File: config.mk
export PLATFORM = sky130hd
export DESIGN_NAME = bcd_path
export DESIGN_NICKNAME = d
export VERILOG_FILES = /design/src/bcd_pkg.sv /design/src/credit_fifo.sv /design/src/bcd_converter.sv /design/src/credit_tx.sv /design/src/bcd_path.sv
export VERILOG_INCLUDE_DIRS = /design/src /design/src/src
export SDC_FILE = /design/constraint.sdc
export NUM_CORES = 1
export LEC_CHECK = 0
export ABC_AREA = 1
export BUFFER_PORTS_ARGS = -buffer_cell sky130_fd_sc_hd__buf_2
export CORE_MARGIN = 2
export CORE_UTILIZATION = 44
export CTS_BUF_LIST = sky130_fd_sc_hd__clkbuf_4
export CTS_CLUSTER_SIZE = 12
export DETAILED_ROUTE_END_ITERATION = 12
export MAX_ROUTING_LAYER = met4
export SLEW_MARGIN = 20
export SYNTH_ARGS = -nofsm -noshare
export SYNTH_HDL_FRONTEND = slang
export SYNTH_SLANG_ARGS = --single-unit
File: constraint.sdc
create_clock -name CLK100MHz -period 4.1 [get_ports CLK100MHz]
set_input_delay 0.41 -clock CLK100MHz [delete_from_list [all_inputs] [get_ports CLK100MHz]]
set_output_delay 0.41 -clock CLK100MHz [all_outputs]
set_load 0.05 [all_outputs]
File: src/bcd_defs.svh
`ifndef BCD_DEFS_SVH
`define BCD_DEFS_SVH

// binary input word width
`define BCD_BIN_W 32

// decimal digits needed to hold the largest 32-bit value
`define BCD_DIGITS 10

// four bits per digit
`define BCD_OUT_W 40

// slots in each buffer
// also the number of credits the producer starts with
`define BCD_FIFO_DEPTH 4

// credits granted by the consumer at reset
`define BCD_OUT_CREDITS 2

`endif

File: src/bcd_pkg.sv
`include "bcd_defs.svh"

package bcd_pkg;

    // unsigned binary word from the producer
    typedef logic [`BCD_BIN_W-1:0] bin_t;

    // one converted value
    // digit 0 sits in the lowest nibble
    typedef struct packed {
        logic [`BCD_OUT_W-1:0] digits;
        logic [3:0]            sig_digits;
    } bcd_result_t;

endpackage

File: src/credit_fifo.sv
`timescale 1ns/100ps

module credit_fifo #(
    parameter type T     = logic [31:0],
    parameter int  DEPTH = 4
) (
    input  logic CLK100MHz,
    input  logic arst_n,
    input  logic push,
    input  T     push_data,
    input  logic pop,
    output T     head,
    output logic not_empty,
    output logic not_full,
    output logic pop_credit
);
    localparam int PTR_W = (DEPTH > 1) ? $clog2(DEPTH) : 1;
    localparam int CNT_W = $clog2(DEPTH + 1);

    T                 mem [DEPTH];
    logic [PTR_W-1:0] wr_ptr;
    logic [PTR_W-1:0] rd_ptr;
    logic [CNT_W-1:0] count;
    logic             do_push;
    logic             do_pop;

    function automatic logic [PTR_W-1:0] next_ptr(input logic [PTR_W-1:0] p);
        if (p == PTR_W'(DEPTH - 1)) begin
            return '0;
        end else begin
            return p + 1'b1;
        end
    endfunction

    assign not_empty = (count != '0);
    assign not_full  = (count != CNT_W'(DEPTH));
    assign do_push   = push && not_full;
    assign do_pop    = pop && not_empty;

    // show-ahead: the reader sees the oldest entry before popping it
    assign head = mem[rd_ptr];

    always_ff @(posedge CLK100MHz or negedge arst_n) begin
        if (!arst_n) begin
            wr_ptr     <= '0;
            rd_ptr     <= '0;
            count      <= '0;
            pop_credit <= 1'b0;
        end else begin
            if (do_push) begin
                wr_ptr <= next_ptr(wr_ptr);
            end
            if (do_pop) begin
                rd_ptr <= next_ptr(rd_ptr);
            end
            case ({do_push, do_pop})
                2'b10:   count <= count + 1'b1;
                2'b01:   count <= count - 1'b1;
                default: count <= count;
            endcase
            // one credit back per freed slot, a cycle after the pop
            pop_credit <= do_pop;
        end
    end

    always_ff @(posedge CLK100MHz) begin
        if (do_push) begin
            mem[wr_ptr] <= push_data;
        end
    end

endmodule

File: src/bcd_converter.sv
`timescale 1ns/100ps
`include "bcd_defs.svh"

module bcd_converter (
    input  logic                 CLK100MHz,
    input  logic                 arst_n,
    input  logic                 word_valid,
    input  bcd_pkg::bin_t        word,
    input  logic                 res_ready,
    output logic                 word_pop,
    output logic                 res_valid,
    output bcd_pkg::bcd_result_t res
);
    // working register is {digits, binary}
    localparam int WORK_W = `BCD_OUT_W + `BCD_BIN_W;
    localparam int CNT_W  = $clog2(`BCD_BIN_W);

    typedef enum logic [1:0] {
        IDLE,
        CONVERT,
        DONE
    } state_t;

    state_t            state;
    logic [CNT_W-1:0]  shift_cnt;
    logic [WORK_W-1:0] work;
    logic [WORK_W-1:0] corrected;
    logic [3:0]        sig_next;
    logic [3:0]        sig_q;

    assign word_pop = (state == IDLE) && word_valid;

    // add 3 to every digit above 4 before the shift
    // a digit is at most 9 here so no carry reaches the next nibble
    always_comb begin
        corrected = work;
        for (int i = 0; i < `BCD_DIGITS; i++) begin
            if (work[`BCD_BIN_W + 4*i +: 4] > 4'd4) begin
                corrected[`BCD_BIN_W + 4*i +: 4] = work[`BCD_BIN_W + 4*i +: 4] + 4'd3;
            end
        end
    end

    // highest non-zero digit sets the count, zero still shows one digit
    always_comb begin
        sig_next = 4'd1;
        for (int i = 0; i < `BCD_DIGITS; i++) begin
            if (work[`BCD_BIN_W + 4*i +: 4] != 4'd0) begin
                sig_next = 4'(i + 1);
            end
        end
    end

    always_ff @(posedge CLK100MHz or negedge arst_n) begin
        if (!arst_n) begin
            state     <= IDLE;
            shift_cnt <= '0;
            res_valid <= 1'b0;
        end else begin
            case (state)
                IDLE: begin
                    if (word_pop) begin
                        shift_cnt <= '0;
                        state     <= CONVERT;
                    end
                end
                CONVERT: begin
                    shift_cnt <= shift_cnt + 1'b1;
                    if (shift_cnt == CNT_W'(`BCD_BIN_W - 1)) begin
                        state <= DONE;
                    end
                end
                DONE: begin
                    // first cycle here forms sig_digits, then hold for the buffer
                    if (!res_valid) begin
                        res_valid <= 1'b1;
                    end else if (res_ready) begin
                        res_valid <= 1'b0;
                        state     <= IDLE;
                    end
                end
                default: begin
                    state <= IDLE;
                end
            endcase
        end
    end

    always_ff @(posedge CLK100MHz) begin
        if (word_pop) begin
            work <= {{`BCD_OUT_W{1'b0}}, word};
        end else if (state == CONVERT) begin
            work <= corrected << 1;
        end
        if ((state == DONE) && !res_valid) begin
            sig_q <= sig_next;
        end
    end

    assign res.digits     = work[WORK_W-1 -: `BCD_OUT_W];
    assign res.sig_digits = sig_q;

endmodule

File: src/credit_tx.sv
`timescale 1ns/100ps
`include "bcd_defs.svh"

module credit_tx (
    input  logic                  CLK100MHz,
    input  logic                  arst_n,
    input  logic                  res_valid,
    input  bcd_pkg::bcd_result_t  res,
    input  logic                  out_credit,
    output logic                  res_ready,
    output logic                  out_valid,
    output logic [`BCD_OUT_W-1:0] out_digits,
    output logic [3:0]            out_sig_digits
);
    localparam int CREDIT_W = $clog2(`BCD_OUT_CREDITS + 1);

    bcd_pkg::bcd_result_t head;
    logic                 buf_not_empty;
    logic                 buf_not_full;
    logic                 send;
    logic [CREDIT_W-1:0]  credit_cnt;

    assign res_ready = buf_not_full;
    assign send      = buf_not_empty && (credit_cnt != '0);

    // consumer credits pace this buffer, so its own pop credit stays open
    credit_fifo #(
        .T     (bcd_pkg::bcd_result_t),
        .DEPTH (`BCD_FIFO_DEPTH)
    ) u_res_fifo (
        .CLK100MHz  (CLK100MHz),
        .arst_n     (arst_n),
        .push       (res_valid && buf_not_full),
        .push_data  (res),
        .pop        (send),
        .head       (head),
        .not_empty  (buf_not_empty),
        .not_full   (buf_not_full),
        .pop_credit ()
    );

    always_ff @(posedge CLK100MHz or negedge arst_n) begin
        if (!arst_n) begin
            credit_cnt <= CREDIT_W'(`BCD_OUT_CREDITS);
            out_valid  <= 1'b0;
        end else begin
            // send and return in one cycle cancel out
            case ({send, out_credit})
                2'b10:   credit_cnt <= credit_cnt - 1'b1;
                2'b01:   credit_cnt <= credit_cnt + 1'b1;
                default: credit_cnt <= credit_cnt;
            endcase
            out_valid <= send;
        end
    end

    always_ff @(posedge CLK100MHz) begin
        if (send) begin
            out_digits     <= head.digits;
            out_sig_digits <= head.sig_digits;
        end
    end

endmodule

File: src/bcd_path.sv
`timescale 1ns/100ps
`include "bcd_defs.svh"

module bcd_path (
    input  logic                  CLK100MHz,
    input  logic                  arst_n,
    input  logic                  in_valid,
    input  bcd_pkg::bin_t         in_data,
    input  logic                  out_credit,
    output logic                  in_credit,
    output logic                  out_valid,
    output logic [`BCD_OUT_W-1:0] out_digits,
    output logic [3:0]            out_sig_digits
);
    bcd_pkg::bin_t        word_head;
    logic                 word_valid;
    logic                 word_pop;
    logic                 res_valid;
    logic                 res_ready;
    bcd_pkg::bcd_result_t res;

    // producer only sends with a credit, so the full flag is not needed here
    credit_fifo #(
        .T     (bcd_pkg::bin_t),
        .DEPTH (`BCD_FIFO_DEPTH)
    ) u_in_fifo (
        .CLK100MHz  (CLK100MHz),
        .arst_n     (arst_n),
        .push       (in_valid),
        .push_data  (in_data),
        .pop        (word_pop),
        .head       (word_head),
        .not_empty  (word_valid),
        .not_full   (),
        .pop_credit (in_credit)
    );

    bcd_converter u_conv (
        .CLK100MHz  (CLK100MHz),
        .arst_n     (arst_n),
        .word_valid (word_valid),
        .word       (word_head),
        .res_ready  (res_ready),
        .word_pop   (word_pop),
        .res_valid  (res_valid),
        .res        (res)
    );

    credit_tx u_tx (
        .CLK100MHz      (CLK100MHz),
        .arst_n         (arst_n),
        .res_valid      (res_valid),
        .res            (res),
        .out_credit     (out_credit),
        .res_ready      (res_ready),
        .out_valid      (out_valid),
        .out_digits     (out_digits),
        .out_sig_digits (out_sig_digits)
    );

endmodule

Word-level counts from Yosys, hierarchy flattened
Memories as Yosys holds them, arrays and structs flattened. A register that Yosys moved wholly into a read port is not among the register bits.
Cells that the tools add are included.
{ "word_totals": {"in_bits": 36, "ramBits": 304, "out_inout_bits": 46, "reg_bits": 102, "memories": 2} }
{ "memory_table": {"columns": ["name", "depth", "word_bits", "read_ports", "rd_clocked_by_memory_dff", "wr", "line_no", "text"], "rows": [
  ["u_tx.u_res_fifo.mem", 4, 44, 1, 1, 1, "credit_fifo.sv:20", "T mem [DEPTH];"],
  ["u_in_fifo.mem", 4, 32, 1, 0, 1, "credit_fifo.sv:20", null]
]} }
{ "classes": {"magnitude_cmp": 10, "n_eq_ne": 19, "addsub": 21, "reduce_logical": 30, "n_mux": 40} }
{ "ops": {"columns": ["operator", "count"], "rows": [
  ["two-way mux 32 bit", 2],
  ["> comparator 4 x 3 -> 1 bit, second input constant", 10],
  ["adder 4 x 2 -> 4 bit, second input constant", 9],
  ["two-way mux 4 bit", 9],
  ["nonzero test 4 bit", 9],
  ["two-way mux 2 bit", 12],
  ["equality test 2 bit, second input constant", 8],
  ["two-way mux 3 bit", 5],
  ["case mux 3 bit (2 select lines)", 2],
  ["nonzero test 2 bit", 6],
  ["adder 2 x 1 -> 2 bit, second input constant", 5],
  ["case mux 5 bit (2 select lines)", 1],
  ["equality test 2 x 1 -> 1 bit, second input constant", 4],
  ["logical AND 1 bit", 8],
  ["adder 3 x 1 -> 3 bit, second input constant", 2],
  ["two-way mux 1 bit", 6],
  ["!= test 2 x 1 -> 1 bit, second input constant", 3],
  ["!= test 3 bit, second input constant", 2],
  ["case mux 2 bit (3 select lines)", 1],
  ["nonzero test 3 bit", 2],
  ["subtractor 3 x 1 -> 3 bit, second input constant", 2],
  ["adder 5 x 1 -> 5 bit, second input constant", 1],
  ["equality test 5 bit, second input constant", 1],
  ["two-way mux 5 bit", 1],
  ["other kinds (9)", 9]
]} }

Logic depth before layout (Yosys ltp)
{ "logic_depth": {"ltp_word": 9, "ltp_mapped": 11} }

By module
A second synthesis with hierarchy kept.
{ "hier_totals": {"hier_cells": 1542, "hier_area_um2": 18559.0} }
{ "by_module_without_submodules": {"columns": ["mod", "n_inst", "cells_each", "seq_area_each_um2", "area_per_inst_um2"], "rows": [
  ["credit_fifo (u_tx.u_res_fifo)", 1, 573, 5485.3, 7603.5],
  ["credit_fifo (u_in_fifo)", 1, 433, 4043.9, 5516.5],
  ["bcd_converter", 1, 473, 2082.0, 3962.6],
  ["credit_tx", 1, 63, 1397.6, 1476.4]
]} }

Least setup slack after synthesis
Ideal clock, no wire load.
{ "synth_timing": {"path_kind": "reg2reg", "from": "reg u_tx.u_res_fifo.wr_ptr[0]", "to": "mem u_tx.u_res_fifo.mem[2][0] in the netlist's numbering, enable pin", "setup_time_ns": 0.446, "path_stages_with_launch": 5, "t_arrival_ns": 2.512, "setup_slack_ns": 1.143, "cell_sequence": "dfrtp_1 inv_1 ha_1 inv_1 nor2_1"} }
{ "synth_lines": {"columns": ["item", "line_no", "text"], "rows": [
  ["start, declared", "credit_fifo.sv:21", "logic [PTR_W-1:0] wr_ptr;"],
  ["start signal, assigned", "credit_fifo.sv:51", "wr_ptr <= next_ptr(wr_ptr);"],
  ["end, declared", "credit_fifo.sv:20", null]
]} }
No word-level cell before the write port.

Worst setup path after layout
{ "layout_timing": {"from": "reg u_in_fifo.count[0]", "to": "reg u_conv.work[32]"} }
{ "layout_between": {"elab_chain_len": 2} }
{ "layout_rtl": {"columns": ["item", "line_no", "text"], "rows": [
  ["start, declared", "credit_fifo.sv:23", "logic [CNT_W-1:0] count;"],
  ["start signal, assigned", "credit_fifo.sv:57", "2'b10: count <= count + 1'b1;"],
  ["start signal, assigned", "credit_fifo.sv:58", "2'b01: count <= count - 1'b1;"],
  ["start signal, assigned", "credit_fifo.sv:59", "default: count <= count;"],
  ["nonzero test 3 bit", "credit_fifo.sv:35", "assign not_empty = (count != '0);"],
  ["logical AND 1 bit", "bcd_converter.sv:31", "assign word_pop = (state == IDLE) && word_valid;"],
  ["end signal, assigned", "bcd_converter.sv:91", "work <= {{`BCD_OUT_W{1'b0}}, word};"],
  ["end signal, assigned", "bcd_converter.sv:93", "work <= corrected << 1;"],
  ["end, declared", "bcd_converter.sv:26", "logic [WORK_W-1:0] work;"]
]} }
Every way passes these cells.
A chain may end at the register's enable or synchronous reset.

==> run summary <==
nets@finish: 1,621
XOR/XNOR share of the synthesized area: 0.5488%
Slew @ Worst Pin: 0.9645 ns
Overall Global Routing Usage: 17.74%
Pre-antenna DRT Iters: 5
clk slew on worst S/H paths: 0.06 ns
clock buffer count from CTS: 115
min-delay src: in_valid
CTS resizes: 0
worst skew pair latency: 0.78 ns
die area: 0.04151 mm2
clock sink count: 450
final hold vios: 0
CP arrival: 3.14 ns
Tightest Hold Check Type: in -> reg
MaxCap Viol Count: 0
main combinational cell family by area after synthesis: compound AO/OA/AOI/OAI gates
Post-Synth Simple-Gate Area: 8.510%
synthesized net count: 1,433
Clock Path Buffers: 3
RD Place Congestion: 0.7605
Post-Place Worst Slack: 1.622 ns
Synth Area in Compound Gates: 10.83%
Clock Skew: 0.03269 ns
FILL cells: 3,426
Max FO, Critical Path: 39
setup_tns: 0 ns
async set-reset flop share out of synthesis: 5.778%
Hold EP: u_in_fifo.wr_ptr[0]
WP data required: 4.79 ns
Max IR drop VDD: 0.0003662 V
final setup margin: 1.654 ns
IO buf count: 81
largest net degree at the start of global routing: 92
CTS tree: built
final period utilization: 59.67%
CTS HTree Levels: 3
Worst slew margin: 35.70%
Reg2Reg Setup Slack: 1.65 ns
post-synthesis sequential area ratio: 73.96%
GR Overflow Total: 0
Worst setup EP type: register
Avg Vias per Cell: 5.039
Synth Register Bits: 450
Rows: 73
Reg2Reg Launch Point: u_in_fifo.count[0]
Max Clock Freq: 408.8 MHz
hold_buf cts: 34
final wirelength: 34,840 um
post-route ant nets: 0
number of flops mapped to enable cells by yosys: 384
Iter 0 DRT Violations: 552
Final HPWL DP: 18,360 um
kind of critical path: reg -> reg
Remaining DRCs: 0
outcome: completed
r2r worst-path depth: 8
worst reg2reg endpoint: u_conv.work[32]
Synth Area in Adders: 2.366%
post-synthesis mux area share: 0%
number of global-route vias before repair: 10.91k
Synth Flop Type: edfxtp_1
Synth warnings: 0
wire length per cell: 16.01 um
hold path cells: 3
Layout area overhead: 15.70%
Die Y: 203.7 um
Setup-failing EPs final: 0
RSZ-0062 raised after global routing: no
Starting Density: 44.39%
synthesized area: 0.01755 mm2
Pleak: 7.624 nW
max-slew violation count: 0
Worst Setup Start Kind: register
Pwr Density: 799.0 mW/mm2
commonest non-fill, non-tap cells in the layout: 384 x edfxtp_1, 197 x o21ai_0, 177 x nor2_1
Vias: 10.96k
Avg Cell Area, Syn: 12.86 um2
Netlist cell types: 37
most common cell after layout, fill and taps aside: edfxtp_1
root buffer cell: clkbuf_4
Top Ports: 82
Post-Synthesis Cells: 1,365
Setup Fix Bufs, Post-CTS: 0
DIE WIDTH: 203.7 um
initial antenna violation count: 4
post-layout min period: 2.446 ns
first-pass GRT wire length: 56,100 um
share of cells above drive strength 1: 18.76%
Core ar.: 0.03955 mm2
-- logic make-up (layout without fill, tap and decap cells) --
logic type | after synthesis | after routing
AOI/OAI and AO/OA | 345 | 345
buffers and inverters | 149 | 431
adders and majority gates | 32 | 32
other | 0 | 4
DFF | 450 | 450
and+or+nand+nor | 378 | 378
xor gates and xnor gates | 11 | 11
-- per-stage QoR --
step	util, %	area, um2	hold slack [ns]	power (mW)	instances
2_1_floorplan	-	17550	0.1144	11.17	1365
4_1_cts	51.33	20300	0.005740	16.45	2172
3_3_place_gp	46.70	18470	0.4716	12.47	1927
6_report	51.36	20310	0.08536	16.23	2176
3_5_place_dp	46.70	18470	0.4720	12.61	1927
5_1_grt	51.36	20310	0.03993	17.38	2176
-- layer usage --
| layer | global-route usage [%] | vias to the layer above | part of all wire (%) |
|---|---|---|---|
| li1 | - | 5379 | - |
| met1 | 21.05 | 5292 | 44 |
| met2 | 29.62 | 246 | 50 |
| met3 | 4.378 | 47 | 4.9 |
| met4 | 6.022 | 0 | 1.4 |
| met5 | - | - | 0 |
-- sequential cells by signal, indices dropped and copies added, names as in the netlist, 3 cells and up --
register	cells
u_conv.shift_cnt	5
u_in_fifo.count	3
u_conv.work	72
u_tx.u_res_fifo.mem	176
u_conv.sig_q	4
u_tx.out_sig_digits	4
u_tx.out_digits	40
u_in_fifo.mem	128
u_tx.u_res_fifo.count	3
-- worst max-delay path, stage by stage, from the launching register on --
cell     delay [ns]
dfrtp_1        0.41
inv_2          0.07
nand3_2        0.10
nand3_4        0.35
nand2_2        0.78
buf_12         0.31
inv_2          0.09
a22oi_1        0.15
inv_1          0.06
-- cell usage after synthesis (8+ instances only) --
library cell  number  area, um2
nor2_1           185      694.4
clkbuf_1          29      108.9
buf_2             17      85.08
a21oi_1           23      115.1
o22ai_1           91      569.3
inv_2              8      30.03
nand2_1          154      578.1
nand3_1           23      115.1
o21ai_1           22      110.1
dfrtp_1           25      625.6
inv_1             79      296.5
dfxtp_1           40      800.8
o21ai_0          197      986.0
buf_4              8      60.06
ha_1              30      375.4
edfxtp_1         384      11530
-- cell type report --
| cell class | instances | area [um2] | area share (%) |
|---|---|---|---|
| inverters | 87 | 327.8 | 1.614 |
| well taps | 525 | 656.9 | 3.234 |
| diodes | 4 | 10.01 | 0.04928 |
| clock buffers | 165 | 1239 | 6.099 |
| clock inverters | 46 | 250.2 | 1.232 |
| multi-input cells | 766 | 3948 | 19.44 |
| repair buffers | 133 | 893.4 | 4.398 |
| flip-flops and latches | 450 | 12990 | 63.94 |
-- worst max path at each step --
stage                     slack, ns                   endpoint                       from
after global routing           1.42            u_conv.work[32]         u_in_fifo.count[0]
final                          1.65            u_conv.work[32]         u_in_fifo.count[0]
after global placement         1.71            u_conv.work[32]         u_in_fifo.count[0]
after floorplan                1.14  u_tx.u_res_fifo.mem[2][0]  u_tx.u_res_fifo.wr_ptr[0]
after CTS                      1.64            u_conv.work[32]         u_in_fifo.count[0]
after detailed placement       1.62            u_conv.work[32]         u_in_fifo.count[0]
-- power by group --
| group | internal, mW | switching [mW] |
|---|---|---|
| registers | 6.51 | 0.617 |
| logic | 1.53 | 3.83 |
| clock network | 1.98 | 1.76 |
No activity file was read; power rests on OpenSTA's default activity.
